`src/design/isa_pkg.sv`:
```
/* Instruction set of the 16-bit load/store core
   Opcode encodings, field types and the two decodings of one instruction word */
`default_nettype none

package isa_pkg;

    localparam int data_w = 16;                 // Data and address width

    typedef logic [3:0]        reg_addr_t;      // One of sixteen registers
    typedef logic [data_w-1:0] word_t;          // Data word

    typedef enum logic [3:0] {
        op_add = 4'h0,                          // rd = rs + rt
        op_sub = 4'h1,                          // rd = rs - rt
        op_xor = 4'h2,                          // rd = rs ^ rt
        op_sll = 4'h4,                          // Shift left by imm
        op_sra = 4'h5,                          // Arithmetic shift right by imm
        op_ror = 4'h6,                          // Rotate right by imm
        op_lw  = 4'h8,                          // rd = mem[rs + offset]
        op_sw  = 4'h9,                          // mem[rs + offset] = rd
        op_llb = 4'hA,                          // Load low byte of rd
        op_lhb = 4'hB,                          // Load high byte of rd
        op_hlt = 4'hF                           // Stop fetching
    } opcode_t;

    // Register form, used by ALU ops, shifts and memory ops
    typedef struct packed {
        opcode_t    op;
        reg_addr_t  rd;
        reg_addr_t  rs;
        logic [3:0] lo;                         // rt, shift amount or offset
    } instr_r_t;

    // Byte form, used by LLB and LHB
    typedef struct packed {
        opcode_t    op;
        reg_addr_t  rd;
        logic [7:0] imm8;                       // Byte to insert
    } instr_b_t;

    typedef union packed {
        instr_r_t r;
        instr_b_t b;
    } instr_u;

endpackage

`default_nettype wire

```
`src/design/pipe_pkg.sv`:
```
/* Pipeline bundles of the core
   Control word, stage register layouts, retire record and forwarding selects */
`default_nettype none

package pipe_pkg;

    import isa_pkg::*;

    typedef struct packed {
        logic reg_we;                           // Writes rd at retire
        logic use_imm;                          // Operand b from immediate
        logic mem_rd;                           // Load
        logic mem_we;                           // Store
        logic wb_from_mem;                      // Retire memory data, not ALU result
        logic halt;                             // HLT marker
    } ctrl_t;

    typedef struct packed {
        logic      valid;
        ctrl_t     ctrl;
        opcode_t   op;
        reg_addr_t rd;
        reg_addr_t src1;                        // Index behind operand a
        reg_addr_t src2;                        // Index behind operand b or store data
        word_t     a;                           // Register value read in ID
        word_t     b;
        word_t     imm;                         // Extended immediate
    } id_ex_t;

    typedef struct packed {
        logic      valid;
        ctrl_t     ctrl;
        reg_addr_t rd;
        reg_addr_t src2;                        // Store data source, for MEM forward
        word_t     alu_res;                     // Result or memory address
        word_t     st_data;
    } ex_mem_t;

    typedef struct packed {
        logic      valid;
        ctrl_t     ctrl;
        reg_addr_t rd;
        word_t     alu_res;
        word_t     mem_data;
    } mem_wb_t;

    typedef struct packed {
        logic      we;
        reg_addr_t dst;
        word_t     data;
    } retire_t;

    typedef enum logic [1:0] {
        fwd_none,                               // Value from ID read
        fwd_mem,                                // EX/MEM ALU result
        fwd_wb                                  // MEM/WB retire data
    } fwd_sel_t;

endpackage

`default_nettype wire

```
`src/design/hazard_unit.sv`:
```
/* Hazard detection
   Load-to-use stall and forwarding selects for EX operands and MEM store data */
`timescale 1ns/1ps
`default_nettype none

module hazard_unit import isa_pkg::*, pipe_pkg::*; (
    input  reg_addr_t id_src1,
    input  reg_addr_t id_src2,
    input  logic      id_reads_src2,
    input  reg_addr_t ex_rd,
    input  logic      ex_mem_rd,
    input  reg_addr_t mem_rd,
    input  logic      mem_reg_we,
    input  reg_addr_t wb_rd,
    input  logic      wb_reg_we,
    input  reg_addr_t ex_src1,
    input  reg_addr_t ex_src2,
    input  reg_addr_t mem_src2,
    output logic      stall,
    output fwd_sel_t  fwd_a,
    output fwd_sel_t  fwd_b,
    output fwd_sel_t  fwd_store
);

    logic mem_live;                             // EX/MEM holds a usable result
    logic wb_live;                              // MEM/WB holds a usable result

    assign mem_live = mem_reg_we && (mem_rd != '0);
    assign wb_live  = wb_reg_we && (wb_rd != '0);

    // Store data from a load is fixed up in MEM, so SW data does not stall
    assign stall = ex_mem_rd && (ex_rd != '0) &&
                   ((ex_rd == id_src1) || (id_reads_src2 && ex_rd == id_src2));

    // Younger result wins
    always_comb begin
        if (mem_live && mem_rd == ex_src1)     fwd_a = fwd_mem;
        else if (wb_live && wb_rd == ex_src1)  fwd_a = fwd_wb;
        else                                   fwd_a = fwd_none;

        if (mem_live && mem_rd == ex_src2)     fwd_b = fwd_mem;
        else if (wb_live && wb_rd == ex_src2)  fwd_b = fwd_wb;
        else                                   fwd_b = fwd_none;

        fwd_store = (wb_live && wb_rd == mem_src2) ? fwd_wb : fwd_none;
    end

endmodule

`default_nettype wire

```
`config.mk`:
```
export PLATFORM = sky130hd
export DESIGN_NAME = hazard_unit
export DESIGN_NICKNAME = d
export VERILOG_FILES = /design/src/design/isa_pkg.sv /design/src/design/pipe_pkg.sv /design/src/design/hazard_unit.sv
export SDC_FILE = /design/constraint.sdc
export NUM_CORES = 1
export LEC_CHECK = 0
export ABC_AREA = 1
export ABC_CLOCK_PERIOD_IN_PS = 800
export BUFFER_PORTS_ARGS = -buffer_cell sky130_fd_sc_hd__buf_2
export CAP_MARGIN = 20
export CORE_AREA = 8 8 45 47
export DETAILED_ROUTE_END_ITERATION = 10
export DIE_AREA = 0 0 53 55
export PLACE_DENSITY = 0.78
export SKIP_LAST_GASP = 1
export SLEW_MARGIN = 10
export SYNTH_ARGS = -nofsm -noshare
export SYNTH_HDL_FRONTEND = slang
export SYNTH_SLANG_ARGS = --single-unit
```
`constraint.sdc`:
```
create_clock -name vclk -period 0.8
set_clock_uncertainty 0.1 [all_clocks]
set_input_delay 0.04 -clock vclk [all_inputs]
set_output_delay 0.04 -clock vclk [all_outputs]
set_load 0.005 [all_outputs]
```
## Word level (Yosys, flattened, before mapping)

Index checks and enable logic that the tools add are counted.

| operators by class | value |
|---|---|
| mux-type cells | 5 |
| reduce and logical (&&, ||, !) cells | 14 |
| equal/unequal tests | 7 |

Operators by type and width:

| cell | number |
|---|---|
| $eq A4 B4 Y1 | 7 |
| $reduce_bool A4 Y1 | 3 |
| $logic_and A1 B1 Y1 | 10 |
| $mux W2 | 5 |
| $logic_or A1 B1 Y1 | 1 |

| word-level totals | value |
|---|---|
| word-level logic and storage cells | 26 |
| output and inout bits | 7 |
| register bits | 0 |
| input port bits | 36 |

## Depth between registers and ports, before layout

Gate-level depths: netlist of the first run.

| depth | value |
|---|---|
| word-level depth | 5 |
| gate-level depth with buffers | 7 |
| gate-level depth less buffers | 7 |

## Least setup slack after synthesis of the first run

No wires, ideal clock.

| path | value |
|---|---|
| kind | input to output |
| start point | input port ex_src1[2] |
| end point | output port fwd_a[1] |
| stages on the path | 5 |
| data required time | 0.660 ns |
| buffers on the path | 0 |
| path slack | 0.185 ns |
| arrival time | 0.475 ns |
| cell sequence | xor2_1 -> nor2_1 -> nand2_1 -> nor2_2 -> nor2_1 |

| on the way | value |
|---|---|
| longest elaborated chain between the ends | 4 |
| elaborated cells between the ends (all ways) | 6 |
| those cells by class | eq/ne (2); mux (2); reduce/logical (2) |

Ends and longest elaborated chain:

| what | line | text |
|---|---|---|
| start: declaration | hazard_unit.sv:16 | `input reg_addr_t ex_src1,` |
| $eq A4 B4 Y1 | hazard_unit.sv:38 | `else if (wb_live && wb_rd == ex_src1) fwd_a = fwd_wb;` |
| $logic_and A1 B1 Y1 | hazard_unit.sv:38 |  |
| $mux W2 | hazard_unit.sv:38 |  |
| $mux W2 * | hazard_unit.sv:37 | `if (mem_live && mem_rd == ex_src1) fwd_a = fwd_mem;` |
| end: declaration | hazard_unit.sv:20 | `output fwd_sel_t fwd_a,` |

Every way passes the cells marked *; elsewhere a longest branch is shown, timed or not.

## Worst setup path after layout of the first run

| path | value |
|---|---|
| start point | input port mem_rd[3] |
| end point | output port fwd_b[1] |

| on the way | value |
|---|---|
| longest elaborated chain between the ends | 4 |
| elaborated cells between the ends (all ways) | 5 |
| those cells by class | eq/ne (1); mux (1); reduce/logical (3) |

Ends and longest elaborated chain:

| what | line | text |
|---|---|---|
| start: declaration | hazard_unit.sv:12 | `input reg_addr_t mem_rd,` |
| $reduce_bool A4 Y1 | hazard_unit.sv:28 | `assign mem_live = mem_reg_we && (mem_rd != '0);` |
| $logic_and A1 B1 Y1 | hazard_unit.sv:28 |  |
| $logic_and A1 B1 Y1 * | hazard_unit.sv:41 | `if (mem_live && mem_rd == ex_src2) fwd_b = fwd_mem;` |
| $mux W2 * | hazard_unit.sv:41 |  |
| end: declaration | hazard_unit.sv:21 | `output fwd_sel_t fwd_b,` |

Marked as above.

==> flow_metrics.tcl, run 1 <==
set metrics [dict create \
    synth_top_cell_by_area "nand2_1" \
    drive_gt1_share_pct 50.4 \
    setup_slack_ns -0.0784 \
    yosysMostFrequentCell "nand2_1" \
    hold_ws_ns 0.315 \
    dp_hpwl_mm 1.39 \
    failed_checks "setup timing" \
    seq_cell_count 0 \
    fp-row-count 14 \
    path_common_cell "nor2_1" \
    via_per_inst 4.52 \
    power.switching_mw 0.203 \
    placed_cells 152 \
    synth-seq-area-share_pct 0 \
    drt_iter0_markers 7 \
    power_frac_seq_pct 0 \
    ys_types 16 \
    grt.overflow.total 0 \
    grt_pass1_wl_mm 2.72 \
    endpoint_kind "output pin" \
    initial_core_util_pct 35.4 \
    crit_fanout 4 \
    antenna_left 0 \
    avgSynthCellArea_um2 5.15 \
    yosys_warnings 0 \
    min_from "ex_mem_rd" \
    status "complete, but fails checks" \
    setup_tns_ns -0.267 \
    seq_area_um2 0 \
    grt_max_degree 5 \
    track_usage_pct 11.5 \
    cp_slowest_stage_delay_ns 0.15 \
    die_w_um 53 \
    setup_viol 6 \
    critPathLaunchType "input port" \
    synth_area_um2 489 \
    diodes 0 \
    cap_violations 0 \
    crit_type "in2out" \
    slowest_stage "xor2_1" \
    finalMaxSlewViolations 0 \
    clkPwrFrac_pct 0 \
    p_leak_nw 0.510 \
    synth_area_leaders "nand2_1 (22%), xor2_1 (21%), nor2_1 (14%), xnor2_1 (13%), inv_1 (6.9%)" \
    die_h_um 55 \
    hold_class "in2out" \
    syn2layout_area_growth_pct 92.6 \
    fmax_mhz 1140 \
    vdd_ir_drop_max_mv 0.239 \
    die-area_um2 2920 \
    place_ws_ns -0.128 \
    stdcell_count 153 \
    required_ns 0.66 \
    synth_cells 95 \
    fin_crit_ns 0.878 \
    wl_per_cell_um 11.7 \
    clkbuf_count 0 \
    met3_usage_pct 4.55 \
    internal-power_mw 0.267 \
    portBuffers 42 \
    antenna_found_initial 0 \
    grt_use_met1_pct 11.8 \
    io_pins 43 \
    vias 691 \
    swShare_pct 43.2 \
    nets 175 \
    drt_pass1_iterations 4 \
    synth_nets 131 \
    power_density_nw_per_um2 498 \
    core_area_um2 1380 \
    worstHoldEndpoint "stall" \
    combPwrFrac_pct 100.0 \
    gp_congestion 0.851 \
    rsz0062_at_grt "yes" \
    hold_viol_final 0 \
    grt.busiest_layer "met2" \
    worst_hold_path.num_cells 4 \
    cp.arrival_ns 0.74 \
    fin_crit_sh_pct 110 \
    fin_util_pct 68.1 \
    critical_path.cell_chain "buf_8, xor2_1, nor2_1, nand2_1, nor2_2, nor2_1, buf_2" \
    grt_util_met2_pct 22.7 \
    wl_mm 1.79 \
    synth_top_area_share_pct 22.3 \
    drc 0 \
    yosys-top-cells-count "nand2_1 (29), nor2_1 (18), xor2_1 (12)" \
    grt_pass1_vias 689 \
]
cell families (layout without fill, tap and decap cells):
family	Yosys count	after routing	synth area share, %
AO/OA/AOI/OAI	4	4	5.88
XOR/XNOR	19	19	34.0
buffers and inverters	15	57	12.3
other	1	1	0.767
AND/OR/NAND/NOR	56	56	47.1
critical path, delay by kind of cell:
family,cells,cell delay (ns)
and+or+nand+nor,4,0.32
buffers and inverters,2,0.22
xor gates and xnor gates,1,0.15
metal layers:
metal / routed length (µm) / share of wire (%) / vias up
li1: - / - / 368
met1: 687 / 38 / 289
met2: 877 / 49 / 34
met3: 226 / 13 / 0
met4: 0 / 0 / 0
met5: 0 / 0 / -
per-stage QoR:
step / instance area, µm² / power (mW)
after floorplan: 489 / 0.180
after global placement: 712 / 0.333
after detailed placement: 712 / 0.340
after CTS: 870 / 0.425
after global routing: 942 / 0.514
final: 942 / 0.469
worst max-delay path by stage:
| stage | to | from | cells past startpoint |
|---|---|---|---|
| after floorplan | fwd_a[1] | ex_src1[2] | 5 |
| after global placement | fwd_store[1] | wb_rd[3] | 6 |
| after detailed placement | fwd_store[1] | wb_rd[3] | 6 |
| after CTS | fwd_store[1] | wb_rd[1] | 6 |
| after global routing | fwd_a[1] | ex_src1[3] | 8 |
| final | fwd_b[1] | mem_rd[3] | 7 |
power groups by stage:
stage	combinational (mW)	clock, mW	sequential (mW)
after floorplan	0.180	0	0
after global placement	0.333	0	0
after detailed placement	0.340	0	0
after CTS	0.425	0	0
after global routing	0.514	0	0
final	0.469	0	0
placed cells by master (no fill, tap or decap):
cell       n
xnor2_1    6
nor2_4     2
xnor2_2    1
nor3_2     1
a21boi_2   1
conb_1     1
nor2_2     5
nand2_2    7
inv_1      5
inv_2      6
buf_8      6
a21boi_1   1
nand3_1    5
inv_4      2
a21oi_2    1
o21ai_0    1
buf_12     1
buf_4      1
clkinv_1   1
xor2_1    12
nor2_1    14
nand2_1   22
buf_6     15
buf_2     20
timing repair:
item,in CTS,in global routing
pin swaps,20,18
hold buffers,0,0
endpoints found under the setup margin,6,6
hold endpoints to repair,0,0
gates resized for setup,43,20
setup buffers,1,0
layout make-up:
type	instances	area, µm²
multi-input combinational	80	478
fill	114	442
timing repair buffer	43	387
inverter	14	57.6
tap	16	20.0
(Power assumes the default switching activity.)
==> run 2, diff against run 1 <==
--- a/config.mk
+++ b/config.mk
@@ -7,12 +7,11 @@
 export LEC_CHECK = 0
 export ABC_AREA = 1
 export ABC_CLOCK_PERIOD_IN_PS = 800
-export BUFFER_PORTS_ARGS = -buffer_cell sky130_fd_sc_hd__buf_2
 export CAP_MARGIN = 20
 export CORE_AREA = 8 8 45 47
 export DETAILED_ROUTE_END_ITERATION = 10
 export DIE_AREA = 0 0 53 55
-export PLACE_DENSITY = 0.78
+export DONT_BUFFER_PORTS = 1
 export SKIP_LAST_GASP = 1
 export SLEW_MARGIN = 10
 export SYNTH_ARGS = -nofsm -noshare
==> flow_metrics.tcl, run 2 (synthesis gave the netlist of run 1 again) <==
set metrics [dict create \
    vias 511 \
    seq_area_um2 0 \
    die-area_um2 2920 \
    grt.overflow.total 0 \
    fin_crit_sh_pct 86.2 \
    nets 132 \
    grt_max_degree 5 \
    cp.arrival_ns 0.55 \
    p_leak_nw 0.267 \
    crit_fanout 4 \
    hold_ws_ns 0.0940 \
    drive_gt1_share_pct 10.6 \
    antenna_found_initial 0 \
    fin_util_pct 36.8 \
    fp-row-count 14 \
    critPathLaunchType "input port" \
    diodes 0 \
    die_w_um 53 \
    syn2layout_area_growth_pct 4.09 \
    wl_per_cell_um 11.6 \
    setup_tns_ns 0 \
    grt_pass1_vias 526 \
    antenna_left 0 \
    endpoint_kind "output pin" \
    cts_hold_buf 0 \
    hold_class "in2out" \
    vdd_ir_drop_max_mv 0.131 \
    finalMaxSlewViolations 0 \
    portBuffers 0 \
    hold_viol_final 0 \
    final_cell_mix "nand2_1 (29), nor2_1 (17), xor2_1 (12)" \
    mostFrequentLayoutCell "nand2_1" \
    drt_pass1_iterations 4 \
    wl_mm 1.27 \
    gp_congestion 0.799 \
    drc 0 \
    rsz0062_at_grt "no" \
    status "finished, final reports clean" \
    drt_iter0_markers 2 \
    dp_hpwl_mm 1.19 \
    track_usage_pct 8.61 \
    fin_crit_ns 0.689 \
    power_density_nw_per_um2 393 \
    fmax_mhz 1450 \
    clkbuf_count 0 \
    initial_core_util_pct 35.4 \
    cap_violations 0 \
    seq_cell_count 0 \
    core_area_um2 1380 \
    via_per_inst 4.65 \
    required_ns 0.66 \
    setup_viol 0 \
    crit_path_end "fwd_b[1]" \
    critPathLaunch "mem_rd[3]" \
    die_h_um 55 \
    post-cts-setup-buffers 0 \
    grt_pass1_wl_mm 2.10 \
    cts_resized 0 \
    io_pins 43 \
    crit_type "in2out" \
]
run 2: worst max-delay path: stages:
cell and delay [ns]:
xor2_1 0.13, nor2_1 0.09, nand2_1 0.07, nor2_2 0.12
nor2_1 0.08
run 2: report_power, final:
part           leakage [nW]  internal (mW)  switching, mW
Clock                     0              0              0
Sequential                0              0              0
Combinational         0.267          0.103         0.0977
Total                 0.267          0.103         0.0977
run 2: layout make-up:
class / instances / area (µm²)
fillers: 176 / 875
inverters: 14 / 52.6
multi-input cells: 80 / 437
well taps: 16 / 20.0
run 2: worst min path at each step:
stage | startpoint | end | slack, ns | depth (start not counted)
after floorplan | ex_mem_rd | stall | 0.08 | 2
after global placement | ex_mem_rd | stall | 0.09 | 2
after detailed placement | ex_mem_rd | stall | 0.09 | 2
after CTS | ex_mem_rd | stall | 0.1 | 2
after global routing | ex_mem_rd | stall | 0.11 | 2
final | ex_mem_rd | stall | 0.09 | 2
run 2: stage by stage:
step                power, mW  setup slack, ns  instances  cell area [µm²]
floorplan               0.180            0.185         95              489
global placement        0.194            0.108        110              502
detailed placement      0.198            0.106        110              502
CTS                     0.199            0.108        110              502
global route            0.239          0.00853        110              509
finish                  0.200            0.111        110              509
run 2: routing by layer:
metal	GRT usage, %	vias to the layer above	share of wire, %
li1	-	276	-
met4	0	0	0
met5	0	-	0
met2	15.4	27	45
met3	4.55	0	19
met1	9.35	208	36
==> run 3, diff against run 2 <==
--- a/config.mk
+++ b/config.mk
@@ -6,12 +6,13 @@
 export NUM_CORES = 1
 export LEC_CHECK = 0
 export ABC_AREA = 1
-export ABC_CLOCK_PERIOD_IN_PS = 800
+export ABC_CLOCK_PERIOD_IN_PS = 900
 export CAP_MARGIN = 20
-export CORE_AREA = 8 8 45 47
+export CORE_MARGIN = 8
+export CORE_UTILIZATION = 27
 export DETAILED_ROUTE_END_ITERATION = 10
-export DIE_AREA = 0 0 53 55
 export DONT_BUFFER_PORTS = 1
+export PLACE_DENSITY = 0.49
 export SKIP_LAST_GASP = 1
 export SLEW_MARGIN = 10
 export SYNTH_ARGS = -nofsm -noshare
==> constraint.sdc (replaced) <==
create_clock -name vclk -period 0.9
set_clock_uncertainty 0.1 [all_clocks]
set_input_delay 0.045 -clock vclk [all_inputs]
set_output_delay 0.045 -clock vclk [all_outputs]
set_load 0.005 [all_outputs]
==> flow_metrics.tcl, run 3 (synthesis gave the netlist of run 1 again) <==
set metrics [dict create \
    rsz0062_at_grt "no" \
    io_pins 43 \
    fin_crit_ns 0.700 \
    die_h_um 58.6 \
    hold_class "in2out" \
    vias 510 \
    initial_core_util_pct 28.6 \
    core_area_um2 1710 \
    drc 0 \
    grt_pass1_wl_mm 2.21 \
    crit_fanout 3 \
    gp_congestion 0.699 \
    finalMaxSlewViolations 0 \
    seq_area_um2 0 \
    via_per_inst 4.29 \
    grt_pass1_vias 533 \
    diodes 0 \
    cp.arrival_ns 0.56 \
    met3_usage_pct 3.70 \
    portBuffers 0 \
    grt_util_met2_pct 14.3 \
    seq_cell_count 0 \
    stdcell_count 119 \
    wl_mm 1.30 \
    grt.busiest_layer "met2" \
    drive_gt1_share_pct 9.57 \
    p_leak_nw 0.268 \
    fin_crit_sh_pct 77.8 \
    setup_viol 0 \
    track_usage_pct 7.37 \
    critPathLaunchType "input port" \
    status "finished, final reports clean" \
    antenna_found_initial 0 \
    fmax_mhz 1430 \
    endpoint_kind "output pin" \
    nets 132 \
    fp-row-count 15 \
    clkbuf_count 0 \
    grt.overflow.total 0 \
    drt_iter0_markers 11 \
    final_cell_mix "nand2_1 (29), nor2_1 (18), xor2_1 (12)" \
    syn2layout_area_growth_pct 4.86 \
    power_density_nw_per_um2 340 \
    mostFrequentLayoutCell "nand2_1" \
    die-area_um2 3430 \
    vdd_ir_drop_max_mv 0.114 \
    drt_pass1_iterations 4 \
    cts_hold_buf 0 \
    grt_max_degree 5 \
    dp_hpwl_mm 1.23 \
    setup_tns_ns 0 \
    placed_cells 119 \
    cap_violations 0 \
    crit_type "in2out" \
    wl_per_cell_um 10.9 \
    cts_resized 0 \
    die_w_um 58.6 \
    grt_use_met1_pct 7.13 \
    antenna_left 0 \
    post-cts-setup-buffers 0 \
    hold_viol_final 0 \
    required_ns 0.75 \
]
## run 3: cell counts in the layout (fill, tap and decap cells not counted)
Identical to the previous run, type by type.
## run 3: power by group
| part | internal [mW] | leakage (nW) | switching (mW) |
|---|---|---|---|
| clock | 0 | 0 | 0 |
| combinational | 0.0905 | 0.268 | 0.0837 |
| sequential | 0 | 0 | 0 |
| total | 0.0905 | 0.268 | 0.0837 |
## run 3: cell type report
type	count	area (µm²)
inverter	14	52.6
fill	205	1190
tap	25	31.3
multi-input combinational	80	429
## run 3: final timing paths
path	slack [ns]	to	cells past startpoint	start
worst min-delay path	0.10	stall	2	ex_mem_rd
worst max-delay path	0.20	fwd_a[1]	6	ex_src1[3]
## run 3: critical path, cell delays in order
cell and delay, ns:
nor2_1 0.08, nor2_1 0.05, nor2_1 0.10, nand2_1 0.07
nor2_2 0.14, nor2_1 0.08
## run 3: routing by layer
layer  vias up  routed length, µm
li1        279                  -
met1       205                482
met2        26                604
met3         0                213
met4         0                  0
met5         -                  0
## run 3: per-stage QoR
| step | cell area, µm² | setup WS, ns | total power [mW] | hold slack, ns | util [%] |
|---|---|---|---|---|---|
| final | 513 | 0.200 | 0.174 | 0.105 | 30.0 |
| after CTS | 513 | 0.199 | 0.176 | 0.110 | 30.0 |
| after detailed placement | 513 | 0.198 | 0.176 | 0.106 | 30.0 |
| after floorplan | 489 | 0.275 | 0.160 | 0.0861 | - |
| after global placement | 513 | 0.199 | 0.173 | 0.101 | 30.0 |
| after global routing | 513 | 0.0877 | 0.205 | 0.156 | 30.0 |
